--- src/source/issue_pkg.sv ---
package issue_pkg;

    typedef logic [31:0] inst_t;
    typedef logic [5:0]  opcode_t;
    typedef logic [5:0]  funct_t;
    typedef logic [4:0]  rfunct_t;   // REGIMM variant in bits 20..16
    typedef logic [4:0]  c0funct_t;  // COP0 sub-op in bits 25..21
    typedef logic [4:0]  reg_idx_t;

    typedef enum logic [1:0] {
        DST_RT  = 2'b00,
        DST_RD  = 2'b01,
        DST_R31 = 2'b10
    } regdst_e;

    localparam opcode_t OP_SPECIAL = 6'b000000;
    localparam opcode_t OP_REGIMM  = 6'b000001;
    localparam opcode_t OP_COP0    = 6'b010000;
    localparam opcode_t OP_J       = 6'b000010;
    localparam opcode_t OP_JAL     = 6'b000011;
    localparam opcode_t OP_LB      = 6'b100000;
    localparam opcode_t OP_LH      = 6'b100001;
    localparam opcode_t OP_LW      = 6'b100011;
    localparam opcode_t OP_LBU     = 6'b100100;
    localparam opcode_t OP_LHU     = 6'b100101;
    localparam opcode_t OP_SB      = 6'b101000;
    localparam opcode_t OP_SH      = 6'b101001;
    localparam opcode_t OP_SW      = 6'b101011;

    localparam funct_t F_JR    = 6'b001000;
    localparam funct_t F_JALR  = 6'b001001;
    localparam funct_t F_MFHI  = 6'b010000;
    localparam funct_t F_MTHI  = 6'b010001;
    localparam funct_t F_MFLO  = 6'b010010;
    localparam funct_t F_MTLO  = 6'b010011;
    localparam funct_t F_MULT  = 6'b011000;
    localparam funct_t F_MULTU = 6'b011001;
    localparam funct_t F_DIV   = 6'b011010;
    localparam funct_t F_DIVU  = 6'b011011;
    localparam funct_t F_ERET  = 6'b011000;  // Under OP_COP0

    localparam c0funct_t C0_MF = 5'b00000;
    localparam c0funct_t C0_MT = 5'b00100;

endpackage
--- src/source/decoded_if.sv ---
interface decoded_if
    import issue_pkg::*;
();

    logic     pair_valid;

    logic     s0_regwrite, s0_memreq, s0_isbranch, s0_isjump, s0_cp0rel;
    logic     s0_needrs, s0_needrt, s0_needhi, s0_needlo, s0_hiwrite, s0_lowrite;
    reg_idx_t s0_dest, s0_rs, s0_rt;

    logic     s1_regwrite, s1_memreq, s1_isbranch, s1_isjump, s1_cp0rel;
    logic     s1_needrs, s1_needrt, s1_needhi, s1_needlo, s1_hiwrite, s1_lowrite;
    reg_idx_t s1_dest, s1_rs, s1_rt;

    modport stage (
        output pair_valid,
        output s0_regwrite, s0_memreq, s0_isbranch, s0_isjump, s0_cp0rel,
        output s0_needrs, s0_needrt, s0_needhi, s0_needlo, s0_hiwrite, s0_lowrite,
        output s0_dest, s0_rs, s0_rt,
        output s1_regwrite, s1_memreq, s1_isbranch, s1_isjump, s1_cp0rel,
        output s1_needrs, s1_needrt, s1_needhi, s1_needlo, s1_hiwrite, s1_lowrite,
        output s1_dest, s1_rs, s1_rt
    );

    modport check (
        input pair_valid,
        input s0_regwrite, s0_memreq, s0_isbranch, s0_isjump, s0_cp0rel,
        input s0_needrs, s0_needrt, s0_needhi, s0_needlo, s0_hiwrite, s0_lowrite,
        input s0_dest, s0_rs, s0_rt,
        input s1_regwrite, s1_memreq, s1_isbranch, s1_isjump, s1_cp0rel,
        input s1_needrs, s1_needrt, s1_needhi, s1_needlo, s1_hiwrite, s1_lowrite,
        input s1_dest, s1_rs, s1_rt
    );

endinterface

--- src/source/issue_top.sv ---
module issue_top
    import issue_pkg::*;
#(
    parameter int MEM_PORTS = 1
)
(
    input  logic     clk,
    input  logic     rst_n,
    input  logic     in_valid,
    input  inst_t    inst0,
    input  inst_t    inst1,

    output logic     issue_valid,
    output logic     issue_dual,
    output logic     s0_regwrite,
    output reg_idx_t s0_dest,
    output logic     s0_memreq,
    output logic     s0_isbranch,
    output logic     s0_isjump,
    output logic     s1_regwrite,
    output reg_idx_t s1_dest,
    output logic     s1_memreq,
    output logic     s1_isbranch,
    output logic     s1_isjump
);

    decoded_if i_decoded_if ();

    decode_stage i_decode_stage (
        .clk      (clk),
        .rst_n    (rst_n),
        .in_valid (in_valid),
        .inst0    (inst0),
        .inst1    (inst1),
        .dec      (i_decoded_if.stage)
    );

    pair_check_stage #(
        .MEM_PORTS (MEM_PORTS)
    ) i_pair_check_stage (
        .clk         (clk),
        .rst_n       (rst_n),
        .dec         (i_decoded_if.check),
        .issue_valid (issue_valid),
        .issue_dual  (issue_dual),
        .s0_regwrite (s0_regwrite),
        .s0_dest     (s0_dest),
        .s0_memreq   (s0_memreq),
        .s0_isbranch (s0_isbranch),
        .s0_isjump   (s0_isjump),
        .s1_regwrite (s1_regwrite),
        .s1_dest     (s1_dest),
        .s1_memreq   (s1_memreq),
        .s1_isbranch (s1_isbranch),
        .s1_isjump   (s1_isjump)
    );

endmodule

--- src/source/pair_check_stage.sv ---
module pair_check_stage
    import issue_pkg::*;
#(
    parameter int MEM_PORTS = 1
)
(
    input  logic     clk,
    input  logic     rst_n,
    decoded_if.check dec,

    output logic     issue_valid,
    output logic     issue_dual,
    output logic     s0_regwrite,
    output reg_idx_t s0_dest,
    output logic     s0_memreq,
    output logic     s0_isbranch,
    output logic     s0_isjump,
    output logic     s1_regwrite,
    output reg_idx_t s1_dest,
    output logic     s1_memreq,
    output logic     s1_isbranch,
    output logic     s1_isjump
);

    logic raw_hazard;
    logic hilo_hazard;
    logic mem_hazard;
    logic ctrl_hazard;
    logic cp0_hazard;
    logic dual_d;

    assign raw_hazard  = dec.s0_regwrite && (dec.s0_dest != '0)
                         && ((dec.s1_needrs && dec.s1_rs == dec.s0_dest)
                             || (dec.s1_needrt && dec.s1_rt == dec.s0_dest));
    assign hilo_hazard = (dec.s0_hiwrite && dec.s1_needhi)
                         || (dec.s0_lowrite && dec.s1_needlo);
    assign mem_hazard  = (MEM_PORTS == 1) && dec.s0_memreq && dec.s1_memreq;
    assign ctrl_hazard = dec.s1_isbranch || dec.s1_isjump;  // Slot 1 may not redirect
    assign cp0_hazard  = dec.s0_cp0rel || dec.s1_cp0rel;

    assign dual_d = dec.pair_valid
                    && !(raw_hazard || hilo_hazard || mem_hazard || ctrl_hazard || cp0_hazard);

    always_ff @(posedge clk or negedge rst_n)
    begin
        if (!rst_n)
        begin
            issue_valid <= 1'b0;
            issue_dual  <= 1'b0;
            s0_regwrite <= 1'b0;
            s0_dest     <= '0;
            s0_memreq   <= 1'b0;
            s0_isbranch <= 1'b0;
            s0_isjump   <= 1'b0;
            s1_regwrite <= 1'b0;
            s1_dest     <= '0;
            s1_memreq   <= 1'b0;
            s1_isbranch <= 1'b0;
            s1_isjump   <= 1'b0;
        end
        else
        begin
            issue_valid <= dec.pair_valid;
            issue_dual  <= dual_d;
            s0_regwrite <= dec.pair_valid && dec.s0_regwrite;
            s0_dest     <= dec.pair_valid ? dec.s0_dest : '0;
            s0_memreq   <= dec.pair_valid && dec.s0_memreq;
            s0_isbranch <= dec.pair_valid && dec.s0_isbranch;
            s0_isjump   <= dec.pair_valid && dec.s0_isjump;
            s1_regwrite <= dual_d && dec.s1_regwrite;  // Slot 1 only when dual
            s1_dest     <= dual_d ? dec.s1_dest : '0;
            s1_memreq   <= dual_d && dec.s1_memreq;
            s1_isbranch <= dual_d && dec.s1_isbranch;
            s1_isjump   <= dual_d && dec.s1_isjump;
        end
    end

    assert property (@(posedge clk) disable iff (!rst_n)
        issue_dual |-> issue_valid);

    assert property (@(posedge clk) disable iff (!rst_n)
        (MEM_PORTS == 1) && issue_dual |-> !(s0_memreq && s1_memreq));

endmodule

--- src/source/decode_stage.sv ---
module decode_stage
    import issue_pkg::*;
(
    input  logic     clk,
    input  logic     rst_n,
    input  logic     in_valid,
    input  inst_t    inst0,
    input  inst_t    inst1,
    decoded_if.stage dec
);

    inst_t    inst [2];
    opcode_t  op [2];
    funct_t   funct [2];
    rfunct_t  rfunct [2];
    c0funct_t c0funct [2];
    reg_idx_t rs [2], rt [2], rd [2], dest [2];
    regdst_e  regdst [2];
    logic     regwrite [2], memreq [2], isbranch [2], isjump [2], cp0rel [2];
    logic     needrs [2], needrt [2], needhi [2], needlo [2], hiwrite [2], lowrite [2];

    assign inst[0] = inst0;
    assign inst[1] = inst1;

    for (genvar i = 0; i < 2; i++)
    begin : g_slot
        assign op[i]      = inst[i][31:26];
        assign rs[i]      = inst[i][25:21];
        assign rt[i]      = inst[i][20:16];
        assign rd[i]      = inst[i][15:11];
        assign funct[i]   = inst[i][5:0];
        assign rfunct[i]  = inst[i][20:16];
        assign c0funct[i] = inst[i][25:21];

        issue_controller i_issue_controller (
            .d_op          (op[i]),
            .d_funct       (funct[i]),
            .d_branchfunct (rfunct[i]),
            .d_c0funct     (c0funct[i]),
            .d_memreq      (memreq[i]),
            .d_regwrite    (regwrite[i]),
            .d_regdst      (regdst[i]),
            .d_hiwrite     (hiwrite[i]),
            .d_lowrite     (lowrite[i]),
            .d_isbranch    (isbranch[i]),
            .d_isjump      (isjump[i]),
            .d_needrs      (needrs[i]),
            .d_needrt      (needrt[i]),
            .d_needhi      (needhi[i]),
            .d_needlo      (needlo[i]),
            .d_cp0rel      (cp0rel[i])
        );

        // No write means no destination
        assign dest[i] = !regwrite[i]          ? '0 :
                         (regdst[i] == DST_RD)  ? rd[i] :
                         (regdst[i] == DST_R31) ? reg_idx_t'(31) : rt[i];
    end

    always_ff @(posedge clk or negedge rst_n)
    begin
        if (!rst_n)
            dec.pair_valid <= 1'b0;
        else
            dec.pair_valid <= in_valid;
    end

    always_ff @(posedge clk)
    begin
        if (in_valid)
        begin
            dec.s0_regwrite <= regwrite[0];
            dec.s0_dest     <= dest[0];
            dec.s0_memreq   <= memreq[0];
            dec.s0_isbranch <= isbranch[0];
            dec.s0_isjump   <= isjump[0];
            dec.s0_needrs   <= needrs[0];
            dec.s0_needrt   <= needrt[0];
            dec.s0_rs       <= rs[0];
            dec.s0_rt       <= rt[0];
            dec.s0_needhi   <= needhi[0];
            dec.s0_needlo   <= needlo[0];
            dec.s0_hiwrite  <= hiwrite[0];
            dec.s0_lowrite  <= lowrite[0];
            dec.s0_cp0rel   <= cp0rel[0];
            dec.s1_regwrite <= regwrite[1];
            dec.s1_dest     <= dest[1];
            dec.s1_memreq   <= memreq[1];
            dec.s1_isbranch <= isbranch[1];
            dec.s1_isjump   <= isjump[1];
            dec.s1_needrs   <= needrs[1];
            dec.s1_needrt   <= needrt[1];
            dec.s1_rs       <= rs[1];
            dec.s1_rt       <= rt[1];
            dec.s1_needhi   <= needhi[1];
            dec.s1_needlo   <= needlo[1];
            dec.s1_hiwrite  <= hiwrite[1];
            dec.s1_lowrite  <= lowrite[1];
            dec.s1_cp0rel   <= cp0rel[1];
        end
    end

    // An accepted pair never reports a destination for a non-writing slot
    assert property (@(posedge clk) disable iff (!rst_n)
        in_valid |=> (dec.s0_regwrite || dec.s0_dest == '0)
                     && (dec.s1_regwrite || dec.s1_dest == '0));

endmodule

--- src/source/issue_controller.sv ---
module issue_controller
    import issue_pkg::*;
(
    input  opcode_t  d_op,
    input  funct_t   d_funct,
    input  rfunct_t  d_branchfunct,
    input  c0funct_t d_c0funct,

    output logic     d_memreq,
    output logic     d_regwrite,
    output regdst_e  d_regdst,
    output logic     d_hiwrite,
    output logic     d_lowrite,
    output logic     d_isbranch,
    output logic     d_isjump,
    output logic     d_needrs,
    output logic     d_needrt,
    output logic     d_needhi,
    output logic     d_needlo,
    output logic     d_cp0rel
);

    logic is_special;
    logic is_cop0;

    assign is_special = (d_op == OP_SPECIAL);
    assign is_cop0    = (d_op == OP_COP0);

    always_comb
    begin
        d_regwrite = 1'b0;
        d_regdst   = DST_RT;
        d_needrs   = 1'b0;
        d_needrt   = 1'b0;
        case (d_op)
            OP_SPECIAL:
            begin
                case (d_funct)
                    6'b100000, 6'b100001, 6'b100010, 6'b100011,  // ADD ADDU SUB SUBU
                    6'b100100, 6'b100101, 6'b100110, 6'b100111,  // AND OR XOR NOR
                    6'b101010, 6'b101011,                        // SLT SLTU
                    6'b000100, 6'b000110, 6'b000111:             // SLLV SRLV SRAV
                    begin
                        d_regwrite = 1'b1;
                        d_regdst   = DST_RD;
                        d_needrs   = 1'b1;
                        d_needrt   = 1'b1;
                    end
                    6'b000000, 6'b000010, 6'b000011:             // SLL SRL SRA
                    begin
                        d_regwrite = 1'b1;
                        d_regdst   = DST_RD;
                        d_needrt   = 1'b1;
                    end
                    F_JALR:
                    begin
                        d_regwrite = 1'b1;
                        d_regdst   = DST_RD;
                        d_needrs   = 1'b1;
                    end
                    F_MFHI, F_MFLO:
                    begin
                        d_regwrite = 1'b1;
                        d_regdst   = DST_RD;
                    end
                    F_JR, F_MTHI, F_MTLO:
                    begin
                        d_needrs = 1'b1;
                    end
                    F_MULT, F_MULTU, F_DIV, F_DIVU:
                    begin
                        d_needrs = 1'b1;
                        d_needrt = 1'b1;
                    end
                    default: d_regwrite = 1'b0;  // BREAK SYSCALL and junk
                endcase
            end
            OP_REGIMM:
            begin
                d_needrs = 1'b1;
                // Only BLTZ and BGEZ skip the link, unknown variants link too
                if (d_branchfunct != 5'b00000 && d_branchfunct != 5'b00001)
                begin
                    d_regwrite = 1'b1;
                    d_regdst   = DST_R31;
                end
            end
            6'b000100, 6'b000101:                                // BEQ BNE
            begin
                d_needrs = 1'b1;
                d_needrt = 1'b1;
            end
            6'b000110, 6'b000111:                                // BLEZ BGTZ
            begin
                d_needrs = 1'b1;
            end
            OP_JAL:
            begin
                d_regwrite = 1'b1;
                d_regdst   = DST_R31;
            end
            6'b001000, 6'b001001, 6'b001010, 6'b001011,          // ADDI ADDIU SLTI SLTIU
            6'b001100, 6'b001101, 6'b001110,                     // ANDI ORI XORI
            OP_LB, OP_LH, OP_LW, OP_LBU, OP_LHU:
            begin
                d_regwrite = 1'b1;
                d_needrs   = 1'b1;
            end
            6'b001111:                                           // LUI
            begin
                d_regwrite = 1'b1;
            end
            OP_SB, OP_SH, OP_SW:
            begin
                d_needrs = 1'b1;
                d_needrt = 1'b1;
            end
            OP_COP0:
            begin
                if (d_funct == F_ERET)
                begin
                    d_regwrite = 1'b0;
                end
                else if (d_c0funct == C0_MF)
                begin
                    d_regwrite = 1'b1;
                end
                else if (d_c0funct == C0_MT)
                begin
                    d_needrt = 1'b1;
                end
            end
            default: d_regwrite = 1'b0;  // J and unknown opcodes
        endcase
    end

    assign d_isbranch = d_op inside {6'b000100, 6'b000101, OP_REGIMM, 6'b000110, 6'b000111};
    assign d_isjump   = (is_special && d_funct inside {F_JR, F_JALR})
                        || d_op inside {OP_J, OP_JAL};
    assign d_memreq   = d_op inside {OP_LB, OP_LH, OP_LW, OP_LBU, OP_LHU, OP_SB, OP_SH, OP_SW};

    assign d_cp0rel = is_cop0
                      && (d_funct == F_ERET || d_c0funct == C0_MF || d_c0funct == C0_MT);

    assign d_needhi  = is_special && (d_funct == F_MFHI);
    assign d_needlo  = is_special && (d_funct == F_MFLO);
    assign d_hiwrite = is_special && d_funct inside {F_MTHI, F_MULT, F_MULTU, F_DIV, F_DIVU};
    assign d_lowrite = is_special && d_funct inside {F_MTLO, F_MULT, F_MULTU, F_DIV, F_DIVU};

endmodule

--- config.mk ---
export PLATFORM = sky130hd
export DESIGN_NAME = issue_top
export DESIGN_NICKNAME = d
export VERILOG_FILES = /design/src/source/issue_pkg.sv /design/src/source/decoded_if.sv /design/src/source/issue_top.sv /design/src/source/pair_check_stage.sv /design/src/source/decode_stage.sv /design/src/source/issue_controller.sv
export SDC_FILE = /design/constraint.sdc
export NUM_CORES = 1
export LEC_CHECK = 0
export BUFFER_PORTS_ARGS = -buffer_cell sky130_fd_sc_hd__buf_2
export CAP_MARGIN = 20
export CORE_ASPECT_RATIO = 0.5
export CORE_UTILIZATION = 49
export DETAILED_ROUTE_END_ITERATION = 7
export HOLD_SLACK_MARGIN = 0.08
export PLACE_DENSITY = 0.77
export REMOVE_ABC_BUFFERS = 1
export SLEW_MARGIN = 10
export SYNTH_ARGS = -nofsm -noshare
export SYNTH_HDL_FRONTEND = slang
export SYNTH_HIERARCHICAL = 1
export SYNTH_SLANG_ARGS = --single-unit
--- constraint.sdc ---
create_clock -name clk -period 3 [get_ports clk]
set_input_delay 0 -clock clk [delete_from_list [all_inputs] [get_ports clk]]
set_output_delay 0 -clock clk [all_outputs]
set_load 0.02 [all_outputs]
# ---- Word level (Yosys, flattened, before mapping)
# Cells that the tools add are included.
dict set report totals {
  reg_bits 57
  input_bits 67
  output_inout_bits 20
  word_cells 238
}
dict set report classes {
  eq_ne 108
  mux 29
  reduce_logical 68
}
# op count
set op_table {}
lappend op_table {{$eq A6 B6 Y1 const B} 36}
lappend op_table {{$eq A6 B4 Y1 const B} 20}
lappend op_table {{$eq A6 B5 Y1 const B} 18}
lappend op_table {{$eq A6 B3 Y1 const B} 14}
lappend op_table {{$eq A6 B2 Y1 const B} 8}
lappend op_table {{$reduce_or A20 Y1} 2}
lappend op_table {{$reduce_or A19 Y1} 2}
lappend op_table {{$reduce_bool A5 Y1} 7}
lappend op_table {{$mux W5} 6}
lappend op_table {{$reduce_or A14 Y1} 2}
lappend op_table {{$logic_and A1 B1 Y1} 26}
lappend op_table {{$logic_not A6 Y1} 4}
lappend op_table {{$reduce_or A21 Y1} 1}
lappend op_table {{$reduce_bool A8 Y1} 2}
lappend op_table {{$mux W1} 15}
lappend op_table {{$logic_or A1 B1 Y1} 14}
lappend op_table {{$eq A6 B1 Y1 const B} 2}
lappend op_table {{$pmux W2 S3} 2}
lappend op_table {{$eq A5 B3 Y1 const B} 2}
lappend op_table {{$eq A5 B5 Y1} 2}
lappend op_table {{$logic_not A5 Y1} 2}
lappend op_table {{$ne A5 B1 Y1 const B} 2}
lappend op_table {{$pmux W1 S4} 2}
lappend op_table {{$reduce_bool A2 Y1} 4}
lappend op_table {{other kinds (7)} 10}

# ---- Logic depth before layout (Yosys ltp)
# Gate-level depths: netlist of the first run.
dict set report logic_depth {
  depth_word 11
  depth_mapped 7
  mapped_depth_nobuf 6
}

# ---- Cells and area by module
# Netlist of the first run, hierarchy kept.
# module n_inst cells_each area_per_inst_um2 seq_area_each_um2
set modules_own_cells {}
lappend modules_own_cells {decode_stage 1 77 1790.5 1586.5}
lappend modules_own_cells {issue_controller 2 79 501.7 0.0}
lappend modules_own_cells {pair_check_stage 1 70 874.6 500.5}

# ---- Worst setup path before layout of the first run
# Ideal clock, no wire load.
dict set report synth_path {
  path_type {input to register}
  from {input port inst1[28]}
  to {register i_decode_stage.dec.s1_dest[0], data pin}
  arrival_ns 1.437
  required_time_ns 2.742
  slack_ns 1.305
  cell_stages 6
  path_buffers 1
  path_cell_list {buf_6 -> or4_4 -> nor3_4 -> o311a_2 -> nand2b_1 -> o221a_1}
}
# element line_no
set synth_rtl {}
lappend synth_rtl {{from (decl)} issue_top.sv:11} ;# input inst_t inst1,
lappend synth_rtl {{to (signal assigned)} decode_stage.sv:87} ;# dec.s1_dest <= dest[1];
lappend synth_rtl {{to (decl)} decoded_if.sv:22} ;# output s1_dest, s1_rs, s1_rt

==> results.md, run 1 <==
* Warning count from the yosys run at 6
* Worst slew slack as a fraction of its limit at 0.441
* Pin count of the biggest net entering global routing at 38
* Final Cycle Share at 0.893
* Number of cells on the worst reg-to-reg path at 4
* Clock share of power at 0.441
* Vias/cell at 5.70
* Worst hold margin at 0.0874 ns
* Post-route ant nets at 0
* Final net count at 425
* Number of vias after detailed routing at 2,480
* Worst Path Arrival at 2.74 ns
* Netlist area before placement at 3000 µm²
* Share of layout cells above drive strength 1 at 0.318
* Number of instances on the worst hold path at 3
* Worst path buffer plus inverter count at 3
* Max Clock Freq at 0.373 GHz
* Via count of the first global-routing pass at 2,357
* Finish-stage setup viols at 0
* Remaining Overflow, GRT at 0
* Antenna violations before repair at 0
* Area grow syn2layout at 31.2%
* Worst IR drop on VDD at 0.000297 V
* Final number of hold-violating endpoints at 0
* Slack of the critical path at 0.321 ns
* Total DRC errors in the routed layout at 0
* Global placer's final weighted congestion at 0.861
* Diodes inserted at 0
* Category of the worst setup path capture point: flip-flop
* Clock slew at the register clock pins of the worst setup and hold paths at 0.05 ns
* Clock tree from TritonCTS: yes
* Width of the die at 113 µm
* Worst slew pin tran at 0.835 ns
* Final standard cell utilization of the core at 0.693
* Cell family with the largest share of critical-path delay: buffers and inverters
* Int Power at 1630 µW
* Critical path cell sequence: dlygate4sd3_1, buf_2, or4_4, nor2_1, mux2i_1, a21oi_1, dlygate4sd3_1
* Status: finished clean
* Required @ worst endpoint at 3.06 ns
* Static Leakage at 0.00162 µW
* Worst R2R End: i_pair_check_stage/s1_dest[3]
* Total area of multi-input combinational cells at 1250 µm²
* Max H-tree Level at 3
* Cell with the biggest individual delay on the critical path: sky130_fd_sc_hd__nor2_1
* Starting density of the core at 0.528
* Total number of cells along the worst setup path at 7
* PD cells at 537 nW/µm²
* Core area at 5680 µm²
* Setup slack after placement at 1.03 ns
* Number of iterations in the first detailed-routing pass at 5
* Relative contribution of combinational cells to total power at 0.122
* Avg Synthesized Cell Area at 11.6 µm²
* Total clock sinks at 57
* Final worst clock skew at 0.00875 ns
* Unrepaired setup endpoints after global routing: false
* First DRT Iteration DRCs at 281
* Maximum root-to-sink buffer count at 2
* Setup TNS after final layout at 0 ns
* Relative contribution of sequential cells to total power at 0.436
* Post-CTS setup buffer count at 0
* Total wire length after detailed routing at 7.20 mm
* Crit-path max cell delay at 0.67 ns
* Source of the worst register-to-register timing path: i_decode_stage/dec.s0_dest[4]
* # port buffers at 76
* Time the final worst path needs with I/O delays and setup at 2.68 ns
* Number of core rows at 19
* Max-slew violation count at 0
* Floorplan die area at 6460 µm²
* Critical Path Most Common Cell: sky130_fd_sc_hd__dlygate4sd3_1
* TritonCTS Buffers at 9
* Post-Place Cells at 390
* CP Max Fanout at 10
* Source-to-sink clock delay at the later pin of the worst-skew pair at 0.32 ns
* Maxcap violations at 0
* I/O pin count at 87
* Start point of the critical path: inst0[30]
* Element type at the critical path start: primary input
* Root buffer cell: sky130_fd_sc_hd__clkbuf_16
* Routed wirelength normalized by instance count at 16.6 µm
* Vertical extent of the die at 57.3 µm
* Flip-flop and latch area at 1610 µm²
* Capture point of the critical path: i_decode_stage/dec.s0_dest[2]
* Power dissipated by switching net loads at 483 µW
* Overall track demand over capacity in global routing at 0.241
* Wire length of the first global-routing pass at 11.7 mm
* Detailed placement HPWL at 4.46 mm
* Count of filler cells inserted in the layout at 383
* Kind of path behind the tightest hold check: primary input to flip-flop
* Gate count of the mapped netlist at 259
* Worst setup slack for register-to-register paths at 1.44 ns
* Switch share at 0.229
* Fin cells at 435
* Category of the critical setup timing path: primary input to flip-flop
## worst min-delay path by stage
stage | from | end
after CTS | inst0[17] | i_decode_stage/dec.s0_dest[1]
after detailed placement | rst_n | i_pair_check_stage/s1_isbranch
after floorplan | rst_n | i_decode_stage/dec.pair_valid
after global placement | rst_n | i_pair_check_stage/s1_isbranch
after global routing | inst0[24] | i_decode_stage/dec.s0_cp0rel
final | inst0[24] | i_decode_stage/dec.s0_cp0rel
## final cells by class
type	instances	area share
Timing Repair Buffer	106	0.173
Inverter	6	0.00572
Sequential cell	57	0.408
Clock buffer	12	0.0680
Tap cell	73	0.0232
Multi-Input combinational cell	178	0.318
Clock inverter	3	0.00381
## power groups by stage
stage / clock network, µW / logic (µW) / registers (µW)
2_1_floorplan: 0 / 99.9 / 939
3_3_place_gp: 0 / 210 / 932
3_5_place_dp: 0 / 219 / 933
4_1_cts: 937 / 250 / 920
5_1_grt: 986 / 280 / 925
6_report: 932 / 258 / 922
## cells in the final DEF (no fill, tap or decap), drive strengths merged, types with 4 or more instances in the layout
master	count
o31ai	5
mux2i	5
o221a	5
clkbuf	12
dfrtp	21
and2	11
o21ai	7
or4b	4
nand3	7
nand4	4
inv	6
nand2	9
nor2	23
nor4	7
edfxtp	36
or4	7
nand2b	4
xnor2	10
a21oi	26
buf	76
nor3	4
nor2b	5
dlygate4sd3	30
## flip-flops by register name (all words and copies together) (netlist names), 5 cells and up
| signal | count |
|---|---|
| i_decode_stage/dec.s0_dest | 5 |
| i_decode_stage/dec.s1_dest | 5 |
| i_decode_stage/dec.s1_rs | 5 |
| i_decode_stage/dec.s1_rt | 5 |
| i_pair_check_stage/s0_dest | 5 |
| i_pair_check_stage/s1_dest | 5 |
## metrics by stage
stage,total power [µW],area [µm²]
finish,2110,3940
floorplan,1040,2880
detailed placement,1150,3350
global route,2190,3940
global placement,1140,3350
CTS,2110,3940
## per-layer routing
layer / routed length, µm / vias up / part of all wire / track usage
li1: - / 1170 / - / -
met5: 0 / - / 0 / 0
met2: 3450 / 115 / 0.48 / 0.401
met3: 605 / 6 / 0.084 / 0.0765
met1: 3080 / 1189 / 0.43 / 0.307
met4: 59 / 0 / 0.0082 / 0.0705
## what timing repair did
action                    4_1_cts  5_1_grt
hold buffers                   30        0
gates resized for setup         0        0
hold endpoints to repair       46        0
## tightest hold or removal path: stages
cell,delay (ns)
sky130_fd_sc_hd__buf_2,0.07
sky130_fd_sc_hd__or4_1,0.10
sky130_fd_sc_hd__a21oi_1,0.07
(Power assumes the default switching activity.)
==> run 2: changes to the inputs <==
BUFFER_PORTS_ARGS = -buffer_cell sky130_fd_sc_hd__buf_4   (was -buffer_cell sky130_fd_sc_hd__buf_2)
CTS_BUF_LIST = sky130_fd_sc_hd__clkbuf_4 sky130_fd_sc_hd__clkbuf_8   (was unset)
==> run 2 against run 1 <==
Compared with the run above:
- fmax is 5.4% lower
- clock power fell by 32%
- total power down 13%
- core utilization increased by 3.3 points
- register-to-register slack worse by 0.08 ns
- sequential power hardly changed
- via count is 1.0% higher
- final area up 4.7%
- sequential cell count stayed put
- final cell count is 2.5% higher
- clock skew is essentially flat
==> results.md, run 2 (synthesized netlist as in run 1, its figures left out) <==
* Floorplan die area at 6460 µm² (unchanged)
* Number of core rows at 19 (unchanged)
* Clock tree from TritonCTS: yes
* Status: finished clean
* Crit-path max cell delay at 0.60 ns (-0.07 ns)
* Total wire length after detailed routing at 7.29 mm (+1.2%)
* Clock slew at the register clock pins of the worst setup and hold paths at 0.07 ns (+0.02 ns)
* Number of iterations in the first detailed-routing pass at 4 (-1)
* Kind of path behind the tightest hold check: primary input to flip-flop
* Overall track demand over capacity in global routing at 0.239 (-0.00148)
* Root buffer cell: sky130_fd_sc_hd__clkbuf_8
* Global placer's final weighted congestion at 0.834 (-3.2%)
* Worst setup slack for register-to-register paths at 1.36 ns (-0.08 ns)
* Final number of hold-violating endpoints at 0 (unchanged)
* Post-route ant nets at 0 (unchanged)
* Total area of multi-input combinational cells at 1250 µm² (unchanged)
* Critical Path Most Common Cell: sky130_fd_sc_hd__dlygate4sd3_1
* I/O pin count at 87 (unchanged)
* Relative contribution of sequential cells to total power at 0.499 (+0.063)
* Worst R2R End: i_pair_check_stage/s1_dest[1]
* Number of vias after detailed routing at 2,505 (+1.0%)
* Max-slew violation count at 0 (unchanged)
* Worst IR drop on VDD at 0.000222 V (-25%)
* Int Power at 1380 µW (-15%)
* Cell with the biggest individual delay on the critical path: sky130_fd_sc_hd__nor4b_1
* Starting density of the core at 0.528 (unchanged)
* Share of layout cells above drive strength 1 at 0.314 (-0.00401)
* Core area at 5680 µm² (unchanged)
* Number of gates resized after CTS at 0 (unchanged)
* Max Clock Freq at 0.353 GHz (-5.4%)
* Category of the worst setup path capture point: flip-flop
* Worst slew pin tran at 0.844 ns (+0.00894 ns)
* Source-to-sink clock delay at the later pin of the worst-skew pair at 0.33 ns (about the same)
* Category of the critical setup timing path: primary input to flip-flop
* Wire length of the first global-routing pass at 11.5 mm (-1.9%)
* Clock share of power at 0.342 (-0.099)
* Required @ worst endpoint at 3.19 ns (+0.13 ns)
* Max H-tree Level at 3 (unchanged)
* CP Max Fanout at 11 (+1)
* Remaining Overflow, GRT at 0 (unchanged)
* TritonCTS Buffers at 9 (unchanged)
* Detailed placement HPWL at 4.79 mm (+7.4%)
* Maximum root-to-sink buffer count at 2 (unchanged)
* First DRT Iteration DRCs at 217 (-23%)
* Worst slew slack as a fraction of its limit at 0.436 (-0.00576)
* Vias/cell at 5.62 (-1.5%)
* Relative contribution of combinational cells to total power at 0.159 (+0.037)
* Switch share at 0.251 (+0.0218)
* Maxcap violations at 0 (unchanged)
* Leading cell types in the layout, fill and taps excluded: sky130_fd_sc_hd__buf_4, sky130_fd_sc_hd__dlygate4sd3_1, sky130_fd_sc_hd__edfxtp_1
* Element type at the critical path start: primary input
* Via count of the first global-routing pass at 2,350 (-0.30%)
* Start point of the critical path: inst0[1]
* Finish-stage setup viols at 0 (unchanged)
* Area grow syn2layout at 37.4%
* Unrepaired setup endpoints after global routing: false
* Diodes inserted at 0 (unchanged)
* Total DRC errors in the routed layout at 0 (unchanged)
* Capture point of the critical path: i_decode_stage/dec.s0_dest[3]
* Vertical extent of the die at 57.3 µm (unchanged)
* Time the final worst path needs with I/O delays and setup at 2.83 ns (+0.154 ns)
* Power dissipated by switching net loads at 462 µW (-4.4%)
* Critical path cell sequence: dlygate4sd3_1, buf_4, nor4b_1, and2_1, o311a_2, nand4b_1, o31ai_1, a21oi_1, dlygate4sd3_1
* Number of cells on the worst reg-to-reg path at 4 (unchanged)
* Static Leakage at 0.00168 µW (+4.1%)
* Worst Path Arrival at 3.02 ns (+0.28 ns)
* Source of the worst register-to-register timing path: i_decode_stage/dec.s0_lowrite
* Flip-flop and latch area at 1610 µm² (unchanged)
* Setup TNS after final layout at 0 ns (unchanged)
* Startpoint of the tightest hold check path: inst0[18]
* Final Cycle Share at 0.944 (+0.0514)
* Final net count at 435 (+2.4%)
* Pin count of the biggest net entering global routing at 38 (unchanged)
* Total Power at 1840 µW (-13%)
* # port buffers at 76 (unchanged)
* Routed wirelength normalized by instance count at 16.3 µm (-1.3%)
* Antenna violations before repair at 0 (unchanged)
* Final worst clock skew at 0.00836 ns (-0.000387 ns)
* Count of filler cells inserted in the layout at 369 (-3.7%)
* Most common library cell in the layout ignoring fill and taps: sky130_fd_sc_hd__buf_4
* Width of the die at 113 µm (unchanged)
* Total clock sinks at 57 (unchanged)
* PD cells at 447 nW/µm² (-17%)
-- run 2: per-layer routing --
| metal | global-route usage | part of all wire | vias up |
|---|---|---|---|
| li1 | - | - | 1184 |
| met1 | 0.307 | 0.44 | 1190 |
| met2 | 0.396 | 0.47 | 115 |
| met3 | 0.0606 | 0.075 | 16 |
| met4 | 0.0971 | 0.020 | 0 |
| met5 | 0 | 0 | - |
-- run 2: how the worst min path moves through the flow --
stage	to	slack [ns]	cells after the start
2_1_floorplan	i_decode_stage/dec.pair_valid	-0.30	0
3_3_place_gp	i_pair_check_stage/s1_isbranch	-0.12	1
3_5_place_dp	i_pair_check_stage/s1_isbranch	-0.11	1
4_1_cts	i_decode_stage/dec.s0_cp0rel	0.08	3
5_1_grt	i_decode_stage/dec.s0_cp0rel	0.09	3
6_report	i_decode_stage/dec.s0_dest[2]	0.08	3
-- run 2: layout make-up --
type | count | area share
flip-flops and latches | 57 | 0.390
clock buffers | 11 | 0.0367
multi-input cells | 178 | 0.304
clock inverters | 5 | 0.00667
well taps | 73 | 0.0221
repair buffers | 116 | 0.235
inverters | 6 | 0.00546
-- run 2: what timing repair did --
item                      in CTS  in global routing
hold endpoints to repair      49                  0
setup buffers                  0                  0
hold buffers                  40                  0
-- run 2: worst max-delay path, delay by kind of cell --
family | cells | cell delay [ns]
AOI/OAI and AO/OA | 3 | 0.63
buffers and inverters | 3 | 1.26
and+or+nand+nor | 3 | 1.13
-- run 2: power groups by stage --
stage          Clock, µW  Sequential [µW]  Combinational, µW
2_1_floorplan          0              939               99.9
3_3_place_gp           0              932                237
3_5_place_dp           0              934                248
4_1_cts              639              918                285
5_1_grt              685              923                314
6_report             630              919                294
-- run 2: metrics by stage --
step	util	setup WS, ns	instances	hold WS [ns]	cell area [µm²]
3_5_place_dp	0.624	1.04	390	-0.113	3540
5_1_grt	0.726	0.0299	446	0.0901	4120
6_report	0.726	0.167	446	0.0824	4120
3_3_place_gp	0.624	1.09	390	-0.118	3540
4_1_cts	0.726	0.410	446	0.0842	4120
2_1_floorplan	-	1.34	241	-0.296	2880
==> run 3: changes to the inputs <==
BUFFER_PORTS_ARGS = -buffer_cell sky130_fd_sc_hd__buf_2   (was -buffer_cell sky130_fd_sc_hd__buf_4)
==> run 3 against run 2 <==
Compared with the run above:
- via count grew 0.12%
- die area unchanged
- sequential share of layout area is 2.3 points higher
- clock power increased by 7.3%
- final area fell by 5.6%
- clock skew is 0.0011 ns lower
- critical path depth down 2
- largest cell class unchanged
- register-to-register slack improved by 0.12 ns
- critical path type unchanged
- first-iteration DRC count is 12% lower
==> results.md, run 3 (synthesized netlist as in run 1, its figures left out) <==
* Worst slew slack as a fraction of its limit at 0.411 (-0.0249)
* Static Leakage at 0.00160 µW (-4.9%)
* Detailed placement HPWL at 4.46 mm (-6.9%)
* Total Power at 1860 µW (+0.74%)
* Pin count of the biggest net entering global routing at 38 (unchanged)
* Status: finished clean
* Source-to-sink clock delay at the later pin of the worst-skew pair at 0.33 ns (about the same)
* Maximum root-to-sink buffer count at 2 (unchanged)
* Maxcap violations at 0 (unchanged)
* Leading cell types in the layout, fill and taps excluded: sky130_fd_sc_hd__buf_2, sky130_fd_sc_hd__edfxtp_1, sky130_fd_sc_hd__dlygate4sd3_1
* Overall track demand over capacity in global routing at 0.232 (-0.00736)
* Max Clock Freq at 0.350 GHz (-0.91%)
* Global placer's final weighted congestion at 0.861 (+3.3%)
* Final worst clock skew at 0.00727 ns (-0.00109 ns)
* Max-slew violation count at 0 (unchanged)
* Floorplan die area at 6460 µm² (unchanged)
* Setup TNS after final layout at 0 ns (unchanged)
* Wire length of the first global-routing pass at 11.4 mm (-1.1%)
* Number of iterations in the first detailed-routing pass at 5 (+1)
* Clock slew at the register clock pins of the worst setup and hold paths at 0.06 ns (about the same)
* Vias/cell at 5.70 (+1.5%)
* Cell family with the largest share of critical-path delay: buffers and inverters
* Unrepaired setup endpoints after global routing: false
* Worst path buffer plus inverter count at 3 (unchanged)
* Element type at the critical path start: primary input
* Via count of the first global-routing pass at 2,350 (unchanged)
* Clock tree from TritonCTS: yes
* Diodes inserted at 0 (unchanged)
* Worst Path Arrival at 2.93 ns (-0.09 ns)
* Finish-stage setup viols at 0 (unchanged)
* Share of layout cells above drive strength 1 at 0.316 (+0.00240)
* First DRT Iteration DRCs at 192 (-12%)
* Number of vias after detailed routing at 2,508 (+0.12%)
* Post-route ant nets at 0 (unchanged)
* Starting density of the core at 0.528 (unchanged)
* PD cells at 477 nW/µm² (+6.7%)
* Vertical extent of the die at 57.3 µm (unchanged)
* Total DRC errors in the routed layout at 0 (unchanged)
* Routed wirelength normalized by instance count at 16.0 µm (-2.0%)
* Kind of path behind the tightest hold check: primary input to flip-flop
* Width of the die at 113 µm (unchanged)
* Category of the critical setup timing path: primary input to flip-flop
* Category of the worst setup path capture point: flip-flop
* Time the final worst path needs with I/O delays and setup at 2.86 ns (+0.0259 ns)
* Total clock sinks at 57 (unchanged)
* Number of gates resized after CTS at 0 (unchanged)
* Cell with the biggest individual delay on the critical path: sky130_fd_sc_hd__nor2_1
* Worst slew pin tran at 0.881 ns (+0.0369 ns)
* # port buffers at 76 (unchanged)
* TritonCTS Buffers at 9 (unchanged)
* Total wire length after detailed routing at 7.05 mm (-3.3%)
* Crit-path max cell delay at 0.70 ns (+0.10 ns)
* Area grow syn2layout at 29.8%
* Final number of hold-violating endpoints at 0 (unchanged)
* Remaining Overflow, GRT at 0 (unchanged)
* Required @ worst endpoint at 3.07 ns (-0.12 ns)
* Worst hold margin at 0.0891 ns (+0.00662 ns)
* Critical Path Most Common Cell: sky130_fd_sc_hd__dlygate4sd3_1
* Critical path cell sequence: dlygate4sd3_1, buf_2, or4_4, nor2_1, mux2i_1, a21oi_1, dlygate4sd3_1
* Final net count at 430 (-1.1%)
* Root buffer cell: sky130_fd_sc_hd__clkbuf_8
* Antenna violations before repair at 0 (unchanged)
* CP Max Fanout at 10 (-1)
* Number of core rows at 19 (unchanged)
* Core area at 5680 µm² (unchanged)
* Final Cycle Share at 0.953 (+0.00862)
* Worst IR drop on VDD at 0.000258 V (+16%)
* I/O pin count at 87 (unchanged)
* Count of filler cells inserted in the layout at 398 (+7.9%)
* Max H-tree Level at 3 (unchanged)
* Most common library cell in the layout ignoring fill and taps: sky130_fd_sc_hd__buf_2
run 3: cell count changes in the layout (fill, tap and decap cells not counted), sizes merged:
cell / change
bufinv: +1
inv: -2
dlygate4sd3: -5
run 3: worst reg2reg max path, delay by kind of cell (launching register included):
| family | cells | cell delay [ns] |
|---|---|---|
| compound gates | 2 | 0.49 |
| flops | 1 | 0.50 |
| simple gates | 1 | 0.17 |
| xor+xnor | 1 | 0.23 |
run 3: what timing repair did:
item,4_1_cts,5_1_grt
buffers inserted,0,0
hold endpoints to repair,48,0
hold buffers,35,0
run 3: final cells by class:
cell class              instances  area (µm²)  area share
clock buffers                  11         145      0.0373
clock inverters                 4        45.0      0.0116
inverters                       6        22.5     0.00578
multi-input cells             178        1250       0.322
flip-flops and latches         57        1610       0.412
well taps                      73        91.3      0.0235
repair buffers                111         731       0.188
run 3: path summary, 6_finish.rpt:
kind | startpoint | endpoint | slack (ns) | cells after the start
setup / recovery | inst0[31] | i_decode_stage/dec.s0_dest[2] | 0.14 | 7
hold / removal | inst0[24] | i_decode_stage/dec.s0_cp0rel | 0.09 | 3
setup reg to reg | i_decode_stage/dec.s0_dest[2] | i_pair_check_stage/s1_regwrite | 1.48 | 4
hold reg to reg | i_decode_stage/dec.s0_isjump | i_pair_check_stage/s0_isjump | 0.46 | 1
max in group asynchronous | rst_n | i_pair_check_stage/s0_dest[3] | 2.55 | 2
min in group asynchronous | rst_n | i_pair_check_stage/s0_isjump | 0.14 | 2
run 3: per-layer routing:
metal	vias up	share of wire	GRT usage
met5	-	0	0
met4	0	0.011	0.0705
met3	17	0.087	0.0627
met2	131	0.48	0.384
met1	1183	0.43	0.303
li1	1177	-	-
run 3: metrics by stage:
step                cell area, µm²  setup WS, ns  cells  utilization
floorplan                     2880          1.34    241            -
global placement              3350          1.09    390        0.590
detailed placement            3350          1.03    390        0.590
CTS                           3890         0.333    440        0.686
global route                  3890        0.0528    440        0.686
finish                        3890         0.141    440        0.686
run 3: power breakdown:
group	switching (µW)	internal (µW)
registers	27.4	891
clock network	271	406
logic	141	121
total	439	1420
